`src/icache_pkg.sv`:
```
package icache_pkg;

    // ==========================================================================
    // fetch address and block geometry
    // ==========================================================================

    // byte address seen by the fetch unit
    parameter int ADDR_W = 32;

    // one instruction word
    parameter int INST_W = 32;

    // 8-byte block, bit 2 picks the word
    parameter int OFFSET_BITS = 3;

    // ==========================================================================
    // miss controller states
    // ==========================================================================

    typedef enum logic [1:0] {
        idle      = 2'd0,
        lookup    = 2'd1,
        request   = 2'd2,
        wait_data = 2'd3
    } fetch_state_t;

endpackage

```
`src/axi_pkg.sv`:
```
package axi_pkg;

    // ==========================================================================
    // AXI read channel
    // ==========================================================================

    // single beat carries one whole block
    parameter int BEAT_W = 64;

    typedef enum logic [1:0] {
        OKAY   = 2'b00,
        EXOKAY = 2'b01,
        SLVERR = 2'b10,
        DECERR = 2'b11
    } axi_resp_t;

endpackage

```
`src/fetch_fsm.sv`:
```
`timescale 1ns/1ps

module fetch_fsm (
    input  logic                          clk,
    input  logic                          rst,
    input  logic [icache_pkg::ADDR_W-1:0] pc,
    input  logic                          req,
    input  logic                          flush,
    input  logic                          hit,
    input  logic [icache_pkg::INST_W-1:0] word,
    input  logic                          arready,
    input  logic                          rvalid,
    input  logic [axi_pkg::BEAT_W-1:0]    rdata,
    input  axi_pkg::axi_resp_t            rresp,
    output logic                          lookup_start,
    output logic [icache_pkg::ADDR_W-1:0] fetch_addr,
    output logic                          fill,
    output logic [axi_pkg::BEAT_W-1:0]    fill_data,
    output logic                          ready,
    output logic                          inst_valid,
    output logic                          error,
    output logic [icache_pkg::INST_W-1:0] inst,
    output logic                          arvalid,
    output logic [icache_pkg::ADDR_W-1:0] araddr,
    output logic                          rready
);

    localparam int LO = icache_pkg::OFFSET_BITS;

    icache_pkg::fetch_state_t state;
    icache_pkg::fetch_state_t state_next;

    // set by a flush while the bus is busy
    logic killed;
    logic in_lookup;
    logic lookup_hit;
    logic lookup_miss;
    logic ar_done;
    logic beat_done;
    logic deliver;
    logic resp_ok;

    assign in_lookup    = (state == icache_pkg::lookup);
    assign lookup_hit   = in_lookup && hit && !flush;
    assign lookup_miss  = in_lookup && !hit && !flush;
    assign ar_done      = arvalid && arready;
    assign beat_done    = rvalid && rready;
    assign resp_ok      = (rresp == axi_pkg::OKAY);
    // a flush in the beat cycle kills it as well
    assign deliver      = beat_done && !killed && !flush;

    assign ready        = (state == icache_pkg::idle);
    assign lookup_start = req && ready;
    assign rready       = (state == icache_pkg::wait_data);
    assign araddr       = {fetch_addr[icache_pkg::ADDR_W-1:LO], {LO{1'b0}}};
    assign fill         = deliver && resp_ok;
    assign fill_data    = rdata;

    // ==========================================================================
    // state machine
    // ==========================================================================

    always_comb begin
        state_next = state;
        unique case (state)
            icache_pkg::idle: begin
                if (req) begin
                    state_next = icache_pkg::lookup;
                end
            end
            icache_pkg::lookup: begin
                if (flush || hit) begin
                    state_next = icache_pkg::idle;
                end else begin
                    state_next = icache_pkg::request;
                end
            end
            icache_pkg::request: begin
                if (ar_done) begin
                    state_next = icache_pkg::wait_data;
                end
            end
            icache_pkg::wait_data: begin
                if (beat_done) begin
                    state_next = icache_pkg::idle;
                end
            end
            default: state_next = icache_pkg::idle;
        endcase
    end

    always_ff @(posedge clk) begin
        if (rst) begin
            state <= icache_pkg::idle;
        end else begin
            state <= state_next;
        end
    end

    always_ff @(posedge clk) begin
        if (lookup_start) begin
            fetch_addr <= pc;
        end
    end

    // bus transfer still completes after a flush
    always_ff @(posedge clk) begin
        if (rst) begin
            killed <= 1'b0;
        end else if (lookup_start) begin
            killed <= 1'b0;
        end else if (flush && (state == icache_pkg::request || rready)) begin
            killed <= 1'b1;
        end
    end

    always_ff @(posedge clk) begin
        if (rst) begin
            arvalid <= 1'b0;
        end else if (lookup_miss) begin
            arvalid <= 1'b1;
        end else if (ar_done) begin
            arvalid <= 1'b0;
        end
    end

    // ==========================================================================
    // instruction output
    // ==========================================================================

    always_ff @(posedge clk) begin
        if (rst) begin
            inst_valid <= 1'b0;
            error      <= 1'b0;
        end else begin
            inst_valid <= lookup_hit || deliver;
            if (lookup_hit) begin
                error <= 1'b0;
            end else if (beat_done) begin
                error <= !resp_ok;
            end
        end
    end

    always_ff @(posedge clk) begin
        if (lookup_hit) begin
            inst <= word;
        end else if (beat_done) begin
            inst <= fetch_addr[LO-1] ? rdata[axi_pkg::BEAT_W-1 -: icache_pkg::INST_W]
                                     : rdata[icache_pkg::INST_W-1:0];
        end
    end

    ar_hold: assert property (
        @(posedge clk) disable iff (rst)
        arvalid && !arready |=> arvalid && $stable(araddr)
    );

    inst_valid_pulse: assert property (
        @(posedge clk) disable iff (rst)
        inst_valid |=> !inst_valid
    );

    // fetch requests only arrive while idle
    req_in_idle: assert property (
        @(posedge clk) disable iff (rst)
        req |-> ready
    );

endmodule

```
`config.mk`:
```
export PLATFORM = sky130hd
export DESIGN_NAME = fetch_fsm
export DESIGN_NICKNAME = d
export VERILOG_FILES = /design/src/icache_pkg.sv /design/src/axi_pkg.sv /design/src/fetch_fsm.sv
export SDC_FILE = /design/constraint.sdc
export NUM_CORES = 1
export LEC_CHECK = 0
export BUFFER_PORTS_ARGS = -buffer_cell sky130_fd_sc_hd__buf_2
export CORE_AREA = 2 2 117 119
export DETAILED_ROUTE_END_ITERATION = 16
export DIE_AREA = 0 0 119 121
export PLACE_DENSITY = 0.65
export SETUP_SLACK_MARGIN = 0.3
export SLEW_MARGIN = 25
export SYNTH_ARGS = -nofsm -noshare
export SYNTH_HDL_FRONTEND = slang
export SYNTH_SLANG_ARGS = --single-unit
```
`constraint.sdc`:
```
create_clock -name clk -period 5.1 [get_ports clk]
set_clock_uncertainty 0.1 [all_clocks]
set_input_delay 0.51 -clock clk [delete_from_list [all_inputs] [get_ports clk]]
set_output_delay 0.51 -clock clk [all_outputs]
set_load 0.05 [all_outputs]
```
**Word-level counts from Yosys, hierarchy flattened**

Index checks and enable logic that the tools add are counted.

- Multiply operators: 0
- Reduce and logical (&&, ||, !) cells: 25
- Shifts and indexed selects: 0
- $lt $le $gt $ge: 0
- Muxes and demuxes: 10
- Add/subtract/negate cells: 0
- Bitwise logic cells: 0
- Div/mod/pow operators: 0
- Equal/unequal tests: 6

Operator list:

| operator | count |
|---|---|
| 32-bit two-way mux | 3 |
| 1-bit logical AND | 11 |
| 2-bit two-way mux | 4 |
| 2-bit case mux with 4 select lines | 1 |
| 2-bit == test (second input constant) | 2 |
| 1-bit logical NOT | 4 |
| 2-bit logical NOT | 2 |
| 2-bit != test (second input constant) | 2 |
| 2-bit nonzero test | 2 |
| 2-bit OR reduction | 2 |
| 1-bit logical OR | 3 |
| 3-bit AND reduction | 1 |
| 2-bit by 1-bit == test with 1-bit output (second input constant) | 1 |
| 1-bit two-way mux | 2 |
| 2-bit by 1-bit != test with 1-bit output (second input constant) | 1 |

- Output and inout bits: 167
- Flip-flop bits (word level): 70
- Bits of input ports: 137
- Bits in read-only memories: 0
- Memories: 0
- Bits in writable memories: 0
- Logic and storage cells: 48
- Latch bits: 0

**Logic depth before layout (Yosys ltp)**

Gate-level depths: netlist of the first run.

- Depth in word-level cells: 5
- Mapped depth: 6
- Depth with buffers taken out: 3

**Least setup slack after synthesis of the first run**

No wires, ideal clock.

- Kind: in2out
- Start: in req
- End: out lookup_start
- Stages: 2
- Buffers on the path: 0
- Data arrival time: 1903 ps
- Data required time: 4490 ps
- Setup slack: 2587 ps
- Cell sequence: or3b_2 > inv_1

- Longest elaborated chain between the ends: 1

Ends and longest elaborated chain:

| item | RTL line | text |
|---|---|---|
| from (decl) | fetch_fsm.sv:7 | `input logic req,` |
| 1-bit logical AND | fetch_fsm.sv:53 | `assign lookup_start = req && ready;` |
| to (decl) | fetch_fsm.sv:15 | `output logic lookup_start,` |

No other way between the ends.

==> impl_metrics.toml, run 1 <==
[status]
status = "complete, no violations"

[placed_design]
post-dp-hpwl_mm = 8.63
routabilityCongestion = 0.838
portBuffers = 300
place_inst = 674
place_area_mm2 = 0.00457
pre_cts_ws_ns = 2.61

[route]
dr.pass1.iters = 4
detail-route-antenna-nets = 0
drc = 0
wl_mm = 10.5
routedWlPerCell_um = 15.1
drtIter0Drc = 159
via_count = 2874
viasPerCell = 4.13

[floorplanning]
io_pins = 304
die_width_um = 119
placementRows = 42
die_h_um = 121
initial_core_util = 0.277
core_mm2 = 0.0131
die-area_mm2 = 0.0144

[synthesis]
syn_inst = 301
yosys.area.top_type = "edfxtp_1"
syn_area_mm2 = 0.00362
synth.yosys.seq_area_share = 0.563
ys_ff_latch = 70
synth_cell_types = 26
synth.avg_cell_area_um2 = 12.0
yosysWarnings = 0
ys_top_cells_by_area = "edfxtp_1 53%, buf_4 20%, mux2i_1 8.8%, nand2_1 3.6%, o21ai_0 3.5%"
yosysTopAreaCellShare = 0.530

[clocking]
cts-root-buf = "clkbuf_16"
post_cts_resized = 0
cts_tree = "built"
cts_buffer_depth = 2
clk-insertion-delay-late_ns = 0.33
htreeDepth = 3
numCtsBuffers = 9
numClockSinks = 70
ctsHoldBuffers = 0
post_cts_buffers = 0
clkSlewWorstSetupHoldPaths_ns = 0.06

[worst_setup_path]
path_max_fanout = 33
crit_end = "lookup_start"
crit_chain = "or3b_2 > inv_1 > buf_4 > buf_2"
startpoint_type = "register"
critPathMaxStageDelay_ns = 0.53
critPathCaptureType = "output pin"
criticalPathCategory = "register to output pin"
timing.rr.end = "inst[17]$_DFFE_PP_"
r2r_start = "fetch_addr[2]$_DFFE_PP_"
critPathTopFamily = "buffers and inverters"
reg2reg_depth = 3
worstPathArrival_ns = 2.06
cp_num_buf_inv = 3
r2r_slack_ns = 3.12
path_depth = 4
critPathRequiredTime_ns = 4.49
slowest_stage = "or3b_2"

[global_route]
grt-ovfl-total = 0
antenna_found_initial = 10
grt_max_degree = 67
grt_pass1_wl_mm = 15.2
grt_pass1_vias = 2721
grtUsageTotal = 0.144

[sta]
min_period_ns = 2.67
rsz0062_at_grt = "false"
finalSetupTns_ns = 0
slew_headroom = 0.427
setup_viol = 0
maxSlewViolCount = 0
hold_viol = 0
layout_setup_ws_ns = 2.43
worstMarginPinSlew_ns = 0.859
holdWs_ns = 0.250
timing.fmax_ghz = 0.374
period_share = 0.524

[run]
max-cap-violations = 0

[finish]
fin_nets = 646
post-route-util = 0.374
drive_gt1_frac = 0.628
final_area_mm2 = 0.00490
syn_to_final_growth_pct = 35.1
stdcell_count = 696

[power]
ir_drop_mv = 0.161
p_leak_nw = 2.31
total_power_mw = 1.74
p_per_area_mw_per_mm2 = 356

[worst_hold_path]
holdCritPathClass = "primary input to register"
==> power by group <==
group / switching, mW / internal [mW]
Clock: 0.233 / 0.425
Sequential: 0.0127 / 0.659
Combinational: 0.310 / 0.101
Total: 0.555 / 1.19
==> how the worst min path moves through the flow <==
stage | startpoint | cells after the start | slack, ns | endpoint
after floorplan | killed$_SDFFE_PP0P_ | 2 | 0.36 | killed$_SDFFE_PP0P_
after global placement | error$_SDFFE_PP0P_ | 2 | 0.36 | error$_SDFFE_PP0P_
after detailed placement | error$_SDFFE_PP0P_ | 2 | 0.37 | error$_SDFFE_PP0P_
after CTS | pc[22] | 1 | 0.23 | fetch_addr[22]$_DFFE_PP_
after global routing | pc[21] | 1 | 0.23 | fetch_addr[21]$_DFFE_PP_
final | pc[22] | 1 | 0.25 | fetch_addr[22]$_DFFE_PP_
==> area by class of cell <==
type / instances / area [um^2]
diodes: 7 / 17.5
clock buffers: 9 / 225
clock inverters: 6 / 86.3
fillers: 1291 / 8190
inverters: 2 / 7.51
multi-input cells: 123 / 773
flip-flops and latches: 70 / 2040
well taps: 176 / 220
repair buffers: 303 / 1520
==> cell usage after synthesis <==
cell type,instances
buf_4,96
nor3_1,2
o21ai_0,25
a2111oi_2,1
nand2_1,35
edfxtp_1,64
dfxtp_1,6
and4bb_1,1
a31oi_1,1
and2_1,1
or3b_2,1
and4bb_2,1
nand4b_1,1
clkbuf_2,2
inv_1,2
a21oi_1,3
mux2i_1,32
buf_2,5
nand2b_1,3
o21ai_1,7
buf_6,5
nand3_1,1
a22oi_1,1
conb_1,1
nor2_1,3
or4b_1,1
==> cell families (layout without fill, tap and decap cells) <==
logic type / after synthesis / count (layout) / synth area share
AOI/OAI and AO/OA: 38 / 38 / 0.0563
buffers and inverters: 110 / 320 / 0.226
and+or+nand+nor: 50 / 50 / 0.0649
muxes: 32 / 32 / 0.0884
DFF: 70 / 70 / 0.563
other: 1 / 10 / 0.00103
==> sequential cells by signal (all words and copies together) (netlist names), named ones only <==
name and cells:
fetch_addr 32, error 1, inst_valid 1, killed 1, inst 32, arvalid 1
state 1
==> cells in the final DEF (no fill, tap or decap), drive strengths merged <==
cell type  count
buf          303
edfxtp        64
nand2         35
mux2i         32
o21ai         32
clkbuf         9
diode          7
dfxtp          6
nor2           3
a21oi          3
conb           3
inv            3
nand2b         3
clkinv         3
and4bb         2
nor3           2
bufinv         2
and2           1
or3b           1
nand3          1
nand4b         1
a31oi          1
or4b           1
a22oi          1
a2111oi        1
==> worst reg2reg max path: stages (launching register included) <==
cell and delay [ns]:
edfxtp_1 0.75, buf_4 0.50, mux2i_1 0.26, o21ai_0 0.09
==> per-layer routing <==
metal	GRT usage	routed length, um
met1	0.150	3920
met2	0.232	4960
met3	0.0888	1410
met4	0.0610	201
met5	0	43
(Power assumes the default switching activity.)
==> inputs of run 2 (changes only) <==
--- a/config.mk
+++ b/config.mk
@@ -6,10 +6,10 @@
 export NUM_CORES = 1
 export LEC_CHECK = 0
 export BUFFER_PORTS_ARGS = -buffer_cell sky130_fd_sc_hd__buf_2
-export CORE_AREA = 2 2 117 119
+export CORE_AREA = 2 2 119 121
 export DETAILED_ROUTE_END_ITERATION = 16
-export DIE_AREA = 0 0 119 121
-export PLACE_DENSITY = 0.65
+export DIE_AREA = 0 0 121 123
+export PLACE_DENSITY = 0.63
 export SETUP_SLACK_MARGIN = 0.3
 export SLEW_MARGIN = 25
 export SYNTH_ARGS = -nofsm -noshare
==> constraint.sdc (replaced) <==
create_clock -name clk -period 2.5 [get_ports clk]
set_clock_uncertainty 0.1 [all_clocks]
set_input_delay 0.25 -clock clk [delete_from_list [all_inputs] [get_ports clk]]
set_output_delay 0.25 -clock clk [all_outputs]
set_load 0.05 [all_outputs]
==> run 2 against run 1 <==
Compared with the run above: sequential share of layout area down 2.8 points; cell count up 5.5%; register-to-register slack worse by 2.5 ns; flip-flop and latch count unchanged; cell area up 7.3%; die area up 3.4%; wire length down 6.9%; critical path depth down 1.
==> impl_metrics.toml, run 2 (synthesized netlist as in run 1, its figures left out) <==
[route]
wl_met3_um = 970
wl_met2_mm = 5.02
dr.pass1.iters = 4
viasPerCell = 4.06
via_count = 2977
drc = 0
wl_mm = 9.81
topRoutingLayerUsed = "met4"
detail-route-antenna-nets = 0
routedWlPerCell_um = 13.4
met1_length_mm = 3.68
drtIter0Drc = 94

[worst_setup_path]
critPathCaptureType = "output pin"
crit_chain = "or3b_2 > clkinvlp_4 > buf_4"
cp_num_buf_inv = 2
critPathRequiredTime_ns = 2.15
slowest_stage = "or3b_2"
critPathTopFamily = "simple AND/OR/NAND/NOR gates"
criticalPathCategory = "register to output pin"
path_max_fanout = 10
critPathMaxStageDelay_ns = 0.55
startpoint_type = "register"
worstPathArrival_ns = 1.72

[finish]
drive_gt1_frac = 0.599
fill_cells = 1317
n_antenna_cell = 0
mostFrequentLayoutCells = "299 x buf_2, 64 x edfxtp_1, 35 x nand2_1"
stdcell_count = 734
syn_to_final_growth_pct = 45.0
fin_nets = 686
multiInputGateArea_um2 = 773
final_common_cell = "buf_2"
top_regs = "fetch_addr x32, inst x32"
final-seq-area_mm2 = 0.00204

[global_route]
antenna_found_initial = 0
grtUsageTotal = 0.124
grt_pass1_vias = 2808
grt_pass1_wl_mm = 13.7
grt_max_degree = 43
grt-ovfl-total = 0

[run]
max-cap-violations = 0

[clocking]
clkSlewWorstSetupHoldPaths_ns = 0.06
cts-root-buf = "clkbuf_16"
numCtsBuffers = 9
numClockSinks = 70
cts_buffer_depth = 2
clk-insertion-delay-late_ns = 0.34
htreeDepth = 3
cts_tree = "built"

[sta]
maxSlewViolCount = 0
setup_viol = 0
rsz0062_at_grt = "false"
holdWs_ns = 0.0635
hold_viol = 0
period_share = 0.829
finalSetupTns_ns = 0
timing.fmax_ghz = 0.483
layout_setup_ws_ns = 0.428
min_period_ns = 2.07

[floorplanning]
placementRows = 43
die_h_um = 123
die-area_mm2 = 0.0149
initial_core_util = 0.266
die_width_um = 121
core_mm2 = 0.0136
io_pins = 304

[power]
ir_drop_mv = 0.345
p_per_area_mw_per_mm2 = 649
p_leak_nw = 2.46

[placed_design]
post-dp-hpwl_mm = 7.57
routabilityCongestion = 0.764
pre_cts_ws_ns = 0.584
place_inst = 681
portBuffers = 300

[status]
status = "complete, no violations"

[worst_hold_path]
holdCritPathClass = "primary input to register"
[run 2: changes by cell type in the layout (fill, tap and decap cells not counted), sizes merged]
cell	before	now
dlygate4sd3	0	32
buf	303	311
diode	7	0
clkinvlp	0	3
bufinv	2	0
[run 2: area by class of cell]
type | instances | area share
flip-flops and latches | 70 | 0.389
repair buffers | 343 | 0.368
clock buffers | 9 | 0.0429
clock inverters | 7 | 0.00881
multi-input cells | 123 | 0.147
inverters | 2 | 0.00214
well taps | 180 | 0.0429
[run 2: final timing paths]
| check | startpoint | end | slack [ns] | depth (start not counted) |
|---|---|---|---|---|
| setup reg to reg | register | fetch_addr[9]$_DFFE_PP_ | 0.58 | 4 |
| setup / recovery | register | lookup_start | 0.43 | 3 |
| hold reg to reg | error$_SDFFE_PP0P_ | error$_SDFFE_PP0P_ | 0.38 | 2 |
| hold / removal | rst | arvalid$_SDFFE_PP0P_ | 0.06 | 2 |
[run 2: where the power goes]
part | switching [mW] | total [mW] | internal, mW
Clock | 0.477 | 1.15 | 0.669
Combinational | 0.644 | 0.898 | 0.254
Sequential | 0.0220 | 1.37 | 1.34
[run 2: layer usage]
layer | track usage | vias up
li1 | - | 1445
met2 | 0.223 | 196
met5 | 0 | -
met4 | 0.0472 | 0
met1 | 0.127 | 1327
met3 | 0.0563 | 9
[run 2: what timing repair did]
item	4_1_cts	5_1_grt
setup buffers	0	5
gates resized for setup	1	0
setup endpoints to repair	1	1
hold buffers	31	1
endpoints found under the hold margin	31	1
[run 2: per-stage QoR]
stage	area [um^2]	util	power, mW
after floorplan	3640	-	2.09
after global routing	5260	0.386	3.57
after detailed placement	4620	0.340	2.24
after global placement	4620	0.340	2.24
final	5260	0.386	3.41
after CTS	5210	0.383	3.46
